--- src/logic/soc_bus_pkg.sv ---
// ~~~~~~~~~~~~~~~~~~~~~~~~~~~~~~
// bus subsystem definitions
// ~~~~~~~~~~~~~~~~~~~~~~~~~~~~~~
package soc_bus_pkg;

    localparam int MemAddrBus = 32;  // address width
    localparam int MemBus     = 32;  // data width

    localparam logic HoldEnable  = 1'b1;
    localparam logic HoldDisable = 1'b0;

    localparam logic [MemBus-1:0] INST_NOP = 32'h0000_0013;  // addi x0, x0, 0

    // top nibble of the address picks the slave
    localparam logic [3:0] RegionRam   = 4'h0;
    localparam logic [3:0] RegionGpio  = 4'h1;
    localparam logic [3:0] RegionTimer = 4'h2;
    localparam logic [3:0] RegionWait  = 4'h3;

    localparam int WordIdxW = MemAddrBus - 6;  // offset bits above bit 1

    localparam int RamDepthLog2  = 8;
    localparam int WaitDepthLog2 = 4;
    localparam int WaitCycles    = 3;
    localparam int GpioWidth     = 8;

    localparam logic [WordIdxW-1:0] GpioOffOut = WordIdxW'(0);
    localparam logic [WordIdxW-1:0] GpioOffDir = WordIdxW'(1);
    localparam logic [WordIdxW-1:0] GpioOffPin = WordIdxW'(2);

    localparam logic [WordIdxW-1:0] TimerOffCtrl  = WordIdxW'(0);
    localparam logic [WordIdxW-1:0] TimerOffValue = WordIdxW'(1);
    localparam logic [WordIdxW-1:0] TimerOffCmp   = WordIdxW'(2);

    typedef union packed {
        logic [MemAddrBus-1:0] raw;
        struct packed {
            logic [3:0]            region;
            logic [MemAddrBus-5:0] offset;
        } fields;
    } bus_addr_u;

endpackage

--- src/logic/wait_ram.sv ---
// ~~~~~~~~~~~~~~~~~~~~~~~~~~~~~~
// wait-state RAM
// ~~~~~~~~~~~~~~~~~~~~~~~~~~~~~~
module wait_ram (
    input  logic                               clk_i,
    input  logic                               arst_n_i,
    input  logic [soc_bus_pkg::MemAddrBus-1:0] addr_i,
    input  logic [    soc_bus_pkg::MemBus-1:0] data_i,
    input  logic                               we_i,
    input  logic                               req_i,
    output logic [    soc_bus_pkg::MemBus-1:0] data_o,
    output logic                               ready_o
);
    import soc_bus_pkg::*;

    localparam int CntW = $clog2(WaitCycles + 1);
    localparam logic [CntW-1:0] CntLast = CntW'(WaitCycles);

    bus_addr_u                addr;
    logic [WordIdxW-1:0]      word_idx;
    logic [WaitDepthLog2-1:0] ram_idx;
    logic [MemBus-1:0]        mem [2**WaitDepthLog2];
    logic [CntW-1:0]          cnt_q;   // cycles of the pending access
    logic                     ready_q;

    assign addr     = addr_i;
    assign word_idx = addr.fields.offset[2 +: WordIdxW];
    assign ram_idx  = word_idx[WaitDepthLog2-1:0];

    assign ready_o = ready_q;
    assign data_o  = ready_q ? mem[ram_idx] : '0;  // valid only with ready

    // ready lands one cycle after the count reaches WaitCycles
    always_ff @(posedge clk_i or negedge arst_n_i) begin
        if (!arst_n_i) begin
            cnt_q   <= '0;
            ready_q <= 1'b0;
        end else if (ready_q) begin
            cnt_q   <= '0;  // one-cycle pulse, then idle
            ready_q <= 1'b0;
        end else if (req_i) begin
            if (cnt_q == CntLast) begin
                cnt_q   <= '0;
                ready_q <= 1'b1;
            end else begin
                cnt_q <= cnt_q + 1'b1;
            end
        end else begin
            cnt_q <= '0;  // request dropped
        end
    end

    always_ff @(posedge clk_i) begin
        if (ready_q && req_i && we_i) begin
            mem[ram_idx] <= data_i;
        end
    end

endmodule

--- config.mk ---
export PLATFORM = sky130hd
export DESIGN_NAME = wait_ram
export DESIGN_NICKNAME = d
export VERILOG_FILES = /design/src/logic/soc_bus_pkg.sv /design/src/logic/wait_ram.sv
export SDC_FILE = /design/constraint.sdc
export NUM_CORES = 1
export LEC_CHECK = 0
export ABC_AREA = 1
export BUFFER_PORTS_ARGS = -buffer_cell sky130_fd_sc_hd__buf_2
export CAP_MARGIN = 40
export CORE_MARGIN = 3
export CORE_UTILIZATION = 50
export CTS_BUF_LIST = sky130_fd_sc_hd__clkbuf_16
export DETAILED_ROUTE_END_ITERATION = 10
export PLACE_DENSITY = 0.73
export RECOVER_POWER = 100
export SETUP_SLACK_MARGIN = 0.2
export SYNTH_ARGS = -nofsm -noshare
export SYNTH_HDL_FRONTEND = slang
export SYNTH_SLANG_ARGS = --single-unit
--- constraint.sdc ---
create_clock -name clk_i -period 2.85 [get_ports clk_i]
set_input_delay 0.4275 -clock clk_i [delete_from_list [all_inputs] [get_ports clk_i]]
set_output_delay 0.4275 -clock clk_i [all_outputs]
set_load 0.005 [all_outputs]
======== Yosys cells after proc, flatten, opt, wreduce, memory -nomap -nowiden ========
Memory sizes are Yosys's and may differ from the RTL's.
Cells that the tools add are included.
storage, ports and cells
  register bits ........................... 3
  memories kept ........................... 1
  output and inout bits ................... 33
  word-level logic and storage cells ...... 16
  memory bits (read-only) ................. 0
  bits in writable memories ............... 512
  bits in latches ......................... 0
memory list
  name  depth  width  rd ports  clocked after Yosys merged registers in  write ports  line            source
  mem   16     32     1         0                                        1            wait_ram.sv:22  logic [MemBus-1:0] mem [2**WaitDepthLog2];
operators by class
  equality and inequality tests ........... 1
  divide/modulo/power cells ............... 0
  bitwise operators ....................... 0
  shift operators ......................... 0
  $lt $le $gt $ge ......................... 0
  multiply operators ...................... 0
  reductions and logical operators ........ 2
  add/sub/neg operators ................... 1
  mux-type cells .......................... 9
operators by type and width
  operator             count
  $mux 32              1
  $mux 2               3
  $mux 1               5
  $add 2x1->2 const B  1
  $eq 2x2->1 const B   1
  $logic_and 1x1->1    2

======== Logic depth before layout (Yosys ltp) ========
Gate-level depths: netlist (run 1).
  depth after elaboration ................. 4
  depth in mapped cells ................... 12

======== Least setup slack after synthesis (run 1) ========
No wires, ideal clock.
  path type ............................... input port to flip-flop
  from .................................... in addr_i[3] (netlist name)
  to ...................................... mem mem[0][0], enable pin
  setup slack ............................. -0.068 ns
  setup time .............................. 0.421 ns
  arrival ................................. 2.497 ns
  stages on the path ...................... 6
  required time ........................... 2.429 ns
  cells stage by stage .................... buf_2 -> inv_1 -> buf_2 -> buf_2 -> nand3_1 -> nor2_1
RTL lines
  item             line            source
  start, declared  wait_ram.sv:7   input logic [soc_bus_pkg::MemAddrBus-1:0] addr_i,
  end, declared    wait_ram.sv:22
Straight into the memory's write port.

======== Worst setup path in the final report (run 1) ========
  from .................................... reg ready_q (netlist: ready_o)
  to ...................................... mem mem[3][31], enable pin
on the way
  longest elaborated chain between the ends .. 4
ends and longest elaborated chain
  item                             line            source
  start, declared                  wait_ram.sv:24  logic ready_q;
  start signal, assigned           wait_ram.sv:37  ready_q <= 1'b0;
  start signal, assigned           wait_ram.sv:40  ready_q <= 1'b0;
  start signal, assigned           wait_ram.sv:44  ready_q <= 1'b1;
  $logic_and 1x1->1 (2 in series)  wait_ram.sv:54  if (ready_q && req_i && we_i) begin
  $mux 1                           wait_ram.sv:54
  $mux 1 (not written as such)     wait_ram.sv:55  mem[ram_idx] <= data_i;
Every way passes these cells.

==> out/results.md, run 1 <==
| Step | Item | Reported |
|---|---|---|
| floorplan | Die Span X | 213.7 microns |
| finish | Synthesis-to-layout area growth | 12.28% |
| setup path | Worst EP arrival | 2730 ps |
| synth | Top cells by area in the synthesized netlist | sky130_fd_sc_hd__edfxtp_1 71%, sky130_fd_sc_hd__nand2_1 23%, sky130_fd_sc_hd__nor2_1 1.5%, sky130_fd_sc_hd__buf_6 1.3%, sky130_fd_sc_hd__buf_2 1.1% |
| route | Post-route antenna net violation count | 0 |
| global route | Wire length of the first global-routing pass | 75.53 mm |
| placed design | Post-Place Setup Slack | 384.5 ps |
| timing | Post-layout min period | 2547 ps |
| floorplan | Effective utilization at floorplan | 50.98% |
| timing | Least-Margin Pin Slew | 1090 ps |
| synth | Register bit count reported by yosys | 515 |
| synth | Post-synthesis cell type count | 15 |
| route | Wire per inst | 17.44 microns |
| timing | WHS | 92.28 ps |
| cts | Maximum buffer depth of the clock tree | 3 |
| timing | Headroom to the max-slew limit | 27.33% |
| floorplan | Die extent in y | 213.7 microns |
| cts | TritonCTS clock tree | yes |
| synth | Synth Area in Simple Gates | 25.06% |
| timing | Count of final setup violators | 0 |
| power and ir drop | IR drop worst, VDD | 0.4201 mV |
| synth | Cell Area, Synth | 21,580 sq um |
| cts | Clock buffer count from CTS | 50 |
| route | DRC violations left | 0 |
| timing | Least setup slack across all paths after layout | 302.7 ps |
| cts | # clock sinks | 515 |
| timing | Setup repair after global routing missed its margin | no |
| synth | Commonest register cell after synthesis | sky130_fd_sc_hd__edfxtp_1 |
| placed design | Placer's final routability congestion estimate | 0.7787 |
| cts | PostCTS Resize Cnt | 0 |
| setup path | Crit path max fanout | 14 |
| synth | Gate count of the mapped netlist | 2,065 |
| floorplan | Count of boundary I/O pins | 101 |
| timing | Setup TNS | 0 ps |
| timing | Fraction of the cycle the final worst path needs | 89.38% |
| floorplan | Total Die Area | 45,680 sq um |
| min path | Hold Crit Class | in2reg |
| timing | Slew Viols, Final | 0 |
| cts | Htree depth | 2 |
| synth | Combinational family with the most area after synthesis | simple AND/OR/NAND/NOR gates |
| global route | Initial antenna violation count | 1 |
| finish | Combined flip-flop and latch cell area | 15,450 sq um |
| global route | Largest net degree at the start of global routing | 145 |
| finish | Post-layout nets | 2,218 |
| synth | Seq/Total Area, Yosys | 71.61% |
| cts | Clock Latency Late Sink | 570 ps |
| placed design | Count of input and output buffers | 72 |
| synth | Fraction of synthesized cell area in xor and xnor cells | 0% |
| synth | Average cell area after synthesis | 10.45 sq um |
| flow run | Maximum Capacitance Violations | 0 |
| synth | Number of warnings reported in the yosys synthesis log | 0 |
| floorplan | Number of cell rows | 75 |
| power and ir drop | Overall power after layout | 15,570 uW |
| power and ir drop | Power density over the cells | 642.6 nW/um^2 |
| setup path | Crit path kind | reg2reg |
| finish | Fillers | 3,412 |
| synth | Cell taking the most area after synthesis | sky130_fd_sc_hd__edfxtp_1 |
| cts | Clock tree root buffer cell | sky130_fd_sc_hd__clkbuf_16 |
| min path | Cells on Worst Hold Path | 3 |
| synth | Net count after synthesis | 2,134 |
| timing | Final-report hold violation count | 0 |
| status | Run status | completed |
| power and ir drop | Leakage Power | 0.01003 uW |
| global route | Global-route congestion overflow total | 0 |
| finish | Area of the multi-input gates | 5510 sq um |
| synth | Fraction of synthesis flops using an asynchronous set or reset pin | 0.5825% |
| synth | Compound-cell area share of the yosys netlist | 0% |
| synth | Most common library cells after synthesis | 1,349 x sky130_fd_sc_hd__nand2_1, 512 x sky130_fd_sc_hd__edfxtp_1, 85 x sky130_fd_sc_hd__nor2_1 |
| setup path | Reg2reg path depth | 6 |
| cts | Clk slew on worst S/H paths | 60 ps |
| synth | Fraction of post-synthesis cell area in the top cell type by area | 71.26% |
| timing | Setup Skew | 8.078 ps |
| timing | Max Freq | 0.3926 GHz |
| setup path | Type of origin of the critical path | register |
| route | Average vias per placed instance | 5.086 |
| floorplan | Core Footprint | 42,320 sq um |
| cts | Number of post-CTS setup repair buffers | 0 |
| placed design | Detail Placement HPWL | 26.28 mm |
| route | Final routed wirelength across all metal layers | 48.27 mm |
| finish | Antenna diode count | 0 |
| synth | Most common cell in the synthesized netlist | sky130_fd_sc_hd__nand2_1 |
| setup path | Worst EP required | 3030 ps |
| route | Via total after detailed routing | 14,080 |
| global route | Overall fraction of global-route tracks in use | 21.57% |
| finish | Share of layout cells above drive strength 1 | 7.074% |
| synth | Number of enable-type register cells in the synthesized netlist | 512 |
| synth | Adder and majority gate portion of the synthesized area | 0.05799% |
| route | Drt first pass iters | 5 |
| global route | Number of global-route vias before repair | 13,760 |
| setup path | Setup crit end kind | register |
| synth | Multiplexer fraction of the synthesized cell area | 0% |
| route | Iteration-0 DRC Markers | 1,208 |
## metrics by stage
step | cell area [sq um] | utilization, % | std cells
after floorplan | 21600 | - | 2065
after global placement | 22850 | 54.00 | 2673
after detailed placement | 22850 | 54.00 | 2673
after CTS | 24470 | 57.83 | 2768
after global routing | 24220 | 57.24 | 2768
final | 24220 | 57.24 | 2768
## report_power, final
part | internal, uW | switching [uW]
Combinational | 226 | 594
Sequential | 8330 | 2.66
Clock | 3710 | 2700
Total | 12300 | 3300
## worst paths after layout
kind                          start          to  slack [ps]
setup / recovery            ready_o  mem[3][31]         300
hold / removal                req_i     ready_o          90
setup reg to reg            ready_o  mem[3][31]         300
hold reg to reg            cnt_q[0]    cnt_q[0]         460
max in group asynchronous  arst_n_i    cnt_q[1]        2500
min in group asynchronous  arst_n_i    cnt_q[0]         200
## layer usage
metal | global-route usage (%) | part of all wire, % | up-vias
li1 | - | - | 6843
met1 | 28.45 | 41 | 6608
met2 | 37.14 | 50 | 516
met3 | 3.189 | 6.7 | 108
met5 | 0 | 0.023 | -
met4 | 7.315 | 2.7 | 2
## sequential cells by signal (all words and copies together) (netlist names)
name     flops
cnt_q        2
mem        512
ready_o      1
## worst max-delay path: stages, from the launching register on
cell	delay [ps]
sky130_fd_sc_hd__dfrtp_1	420
sky130_fd_sc_hd__nand2_1	70
sky130_fd_sc_hd__nor2_1	340
sky130_fd_sc_hd__nand3_1	120
sky130_fd_sc_hd__buf_4	190
sky130_fd_sc_hd__nor2_1	170
sky130_fd_sc_hd__clkbuf_1	830
## area by class of cell
type / count / share of cell area (%)
clock buffers: 53 / 5.475
clock inverters: 41 / 1.178
inverters: 9 / 0.1601
multi-input cells: 1440 / 22.75
flip-flops and latches: 515 / 63.78
well taps: 577 / 2.980
repair buffers: 133 / 3.683
## placed cells by master (no fill, tap or decap)
master and count:
sky130_fd_sc_hd__buf_12 16, sky130_fd_sc_hd__buf_2 14, sky130_fd_sc_hd__buf_4 19, sky130_fd_sc_hd__bufinv_16 4, sky130_fd_sc_hd__clkbuf_1 66, sky130_fd_sc_hd__clkbuf_16 53
sky130_fd_sc_hd__clkbuf_2 13, sky130_fd_sc_hd__clkbuf_4 3, sky130_fd_sc_hd__clkbuf_8 1, sky130_fd_sc_hd__clkinv_1 11, sky130_fd_sc_hd__clkinv_2 17, sky130_fd_sc_hd__dfrtp_1 3
sky130_fd_sc_hd__dlygate4sd3_1 1, sky130_fd_sc_hd__edfxtp_1 512, sky130_fd_sc_hd__ha_1 1, sky130_fd_sc_hd__inv_1 15, sky130_fd_sc_hd__inv_2 1, sky130_fd_sc_hd__inv_6 2
sky130_fd_sc_hd__nand2_1 1349, sky130_fd_sc_hd__nand3_1 4, sky130_fd_sc_hd__nor2_1 73, sky130_fd_sc_hd__nor2_4 12, sky130_fd_sc_hd__nor3_1 1
## cells by family (layout without fill, tap and decap cells)
family / Yosys count / in the layout
fa+ha+maj: 1 / 1
buf+inv: 110 / 236
flops: 515 / 515
simple gates: 1439 / 1439
## repair_timing
action / in CTS / in global routing
hold buffers: 1 / 0
endpoints found under the hold margin: 3 / 0
setup endpoints to repair: 0 / 0
(Power assumes the default switching activity.)
==> run 2: changes to the inputs <==
--- a/config.mk
+++ b/config.mk
@@ -8,6 +8,7 @@
 export ABC_AREA = 1
 export BUFFER_PORTS_ARGS = -buffer_cell sky130_fd_sc_hd__buf_2
 export CAP_MARGIN = 40
+export CORE_ASPECT_RATIO = 1.2
 export CORE_MARGIN = 3
 export CORE_UTILIZATION = 50
 export CTS_BUF_LIST = sky130_fd_sc_hd__clkbuf_16
@@ -18,3 +19,4 @@
 export SYNTH_ARGS = -nofsm -noshare
 export SYNTH_HDL_FRONTEND = slang
 export SYNTH_SLANG_ARGS = --single-unit
+export TNS_END_PERCENT = 100
==> run 2 against run 1 <==
- sequential share of layout area grew 0.33 points
- count of clock-buffer cells in the layout shrank 4
- utilization shrank 0.088 points
- critical path depth grew 6
- flip-flop and latch count is the same
- largest cell class unchanged
- highest routed layer unchanged
==> out/results.md, run 2 (synthesized netlist as in run 1, its figures left out) <==
| Step | Item | Reported |
|---|---|---|
| finish | Share of layout cells above drive strength 1 | 7.407% |
| timing | Setup Skew | 28.02 ps |
| route | Drt first pass iters | 6 |
| setup path | Cell family with the largest share of critical-path delay | buffers and inverters |
| finish | Register with the most flip-flops | mem |
| global route | Wire length of the first global-routing pass | 76.56 mm |
| global route | Largest net degree at the start of global routing | 134 |
| placed design | Placer's final routability congestion estimate | 0.7859 |
| floorplan | Number of cell rows | 82 |
| setup path | List of cells traversed by the critical path | clkbuf_8, inv_6, clkbuf_2, nand2_1, nand2_1, nand2_1, nand2_1, nand2_1, nand2_1, nor2_1, nor2_1, buf_2 |
| floorplan | Die Span X | 195.6 microns |
| timing | Final-report hold violation count | 0 |
| route | Average vias per placed instance | 5.233 |
| cts | Htree depth | 2 |
| floorplan | Core Footprint | 42,170 sq um |
| setup path | Worst Path Buf+Inv | 4 |
| route | Wire per inst | 18.32 microns |
| power and ir drop | Relative contribution of the clock network to total power | 40.2% |
| floorplan | Effective utilization at floorplan | 51.17% |
| finish | Leading cell types in the layout, fill and taps excluded | 1,349 x sky130_fd_sc_hd__nand2_1, 512 x sky130_fd_sc_hd__edfxtp_1, 69 x sky130_fd_sc_hd__nor2_1 |
| power and ir drop | P_sw | 3268 uW |
| power and ir drop | Leakage Power | 0.009997 uW |
| setup path | Slowest cell delay on critical path | 400 ps |
| timing | Fraction of the cycle the final worst path needs | 91.13% |
| finish | Synthesis-to-layout area growth | 11.70% |
| route | Final routed wirelength across all metal layers | 50.07 mm |
| cts | TritonCTS clock tree | yes |
| finish | Fillers | 3,375 |
| min path | Hold Crit Class | in2reg |
| cts | Clock tree root buffer cell | sky130_fd_sc_hd__clkbuf_16 |
| timing | Headroom to the max-slew limit | 39.22% |
| route | Via total after detailed routing | 14,300 |
| floorplan | Die extent in y | 233.6 microns |
| setup path | Type of origin of the critical path | input pin |
| placed design | Count of input and output buffers | 72 |
| timing | Slew Viols, Final | 0 |
| cts | Clock buffer count from CTS | 48 |
| global route | Initial antenna violation count | 2 |
| global route | Overall fraction of global-route tracks in use | 21.67% |
| finish | Post-layout nets | 2,219 |
| route | Post-route antenna net violation count | 0 |
| setup path | Cell with the largest stage delay on the worst path | sky130_fd_sc_hd__inv_6 |
| timing | Least-Margin Pin Slew | 908.3 ps |
| timing | Setup repair after global routing missed its margin | no |
| finish | Antenna diode count | 0 |
| route | Iteration-0 DRC Markers | 1,595 |
| setup path | Worst EP arrival | 2170 ps |
| status | Run status | completed |
| timing | Post-layout min period | 2597 ps |
| power and ir drop | Power share of the sequential group | 54.5% |
| cts | Clock Latency Late Sink | 570 ps |
| floorplan | Count of boundary I/O pins | 101 |
| power and ir drop | Comb pwr share | 5.3% |
| setup path | Crit path max fanout | 54 |
| setup path | Critical path's most frequent cell | sky130_fd_sc_hd__nand2_1 |
| cts | Number of post-CTS setup repair buffers | 0 |
| power and ir drop | Power density over the cells | 634.5 nW/um^2 |
| placed design | # placed instances | 2,645 |
| power and ir drop | Overall power after layout | 15,290 uW |
| cts | Maximum buffer depth of the clock tree | 3 |
| timing | Max Freq | 0.3850 GHz |
| route | DRC violations left | 0 |
| cts | PostCTS Resize Cnt | 0 |
| cts | # clock sinks | 515 |
| floorplan | Total Die Area | 45,690 sq um |
| placed design | Detail Placement HPWL | 27.20 mm |
| finish | Number of flip-flops in the largest register | 512 |
| timing | Count of final setup violators | 0 |
| cts | Clk slew on worst S/H paths | 60 ps |
| setup path | Setup crit end kind | primary output |
| global route | Number of global-route vias before repair | 13,960 |
| power and ir drop | Internal Dissipation | 12,020 uW |
| power and ir drop | IR drop worst, VDD | 0.4720 mV |
| flow run | Maximum Capacitance Violations | 0 |
| finish | Leading cell type in the layout, fill and taps excluded | sky130_fd_sc_hd__nand2_1 |
| setup path | Crit path kind | in2out |
| setup path | Worst EP required | 2420 ps |
| power and ir drop | Switching fraction of total power | 21.37% |
| global route | Global-route congestion overflow total | 0 |
| finish | Final cell count without fillers | 2,733 |
-- run 2: changes by cell type in the layout (fill, tap and decap cells not counted), moves of 3 or more --
cell	before	now
sky130_fd_sc_hd__clkinv_2	17	7
sky130_fd_sc_hd__clkinv_1	11	14
sky130_fd_sc_hd__nor2_1	73	69
sky130_fd_sc_hd__clkbuf_2	13	26
sky130_fd_sc_hd__clkbuf_1	66	56
sky130_fd_sc_hd__clkbuf_16	53	49
-- run 2: what timing repair did --
| item | in CTS | in global routing |
|---|---|---|
| hold buffers | 1 | 0 |
| hold endpoints to repair | 3 | 0 |
| endpoints found under the setup margin | 0 | 0 |
-- run 2: layer usage --
metal	GRT usage, %	routed length (microns)	part of all wire, %
met1	27.14	19690	39
met2	37.82	24940	50
met3	3.953	3778	7.5
met4	8.068	1627	3.2
met5	0	27	0.054
-- run 2: final timing paths --
check / start / slack (ps) / endpoint / cells past startpoint
worst max-delay path: addr_i[2] / 250 / data_o[27] / 12
worst min-delay path: req_i / 110 / cnt_q[1] / 3
worst max register to register: ready_o / 270 / mem[13][21] / 5
worst min register to register: cnt_q[0] / 450 / cnt_q[0] / 1
max in group asynchronous: arst_n_i / 2480 / ready_o / 2
min in group asynchronous: arst_n_i / 210 / cnt_q[1] / 2
-- run 2: metrics by stage --
stage / TNS, ps / utilization, % / worst slack (ps) / area, sq um / hold WS (ps)
floorplan: -17440 / - / -68.14 / 21600 / 131.9
global placement: 0 / 54.04 / 308.8 / 22790 / 222.2
detailed placement: 0 / 54.04 / 307.0 / 22790 / 226.9
CTS: 0 / 57.63 / 312.8 / 24300 / 83.55
global route: 0 / 57.15 / 117.1 / 24100 / 120.2
finish: 0 / 57.15 / 252.8 / 24100 / 108.9
-- run 2: layout make-up --
| cell class | instances | area (sq um) | share of cell area (%) |
|---|---|---|---|
| repair buffers | 136 | 889.6 | 3.691 |
| clock buffers | 49 | 1226 | 5.088 |
| multi-input cells | 1440 | 5530 | 22.95 |
| flip-flops and latches | 515 | 15450 | 64.11 |
| inverters | 9 | 41.29 | 0.1713 |
| clock inverters | 38 | 279.0 | 1.158 |
| well taps | 546 | 683.2 | 2.835 |
-- run 2: power by group through the flow --
stage | Sequential, uW | Clock (uW) | Combinational (uW)
3_3_place_gp | 8490 | 0 | 791
5_1_grt | 8330 | 6510 | 913
6_report | 8330 | 6150 | 811
4_1_cts | 8330 | 6210 | 820
2_1_floorplan | 8500 | 0 | 521
3_5_place_dp | 8490 | 0 | 812
-- run 2: worst min-delay path: cells and delay by family --
family	cells	cell delay, ps
buffers and inverters	1	110
and+or+nand+nor	2	80
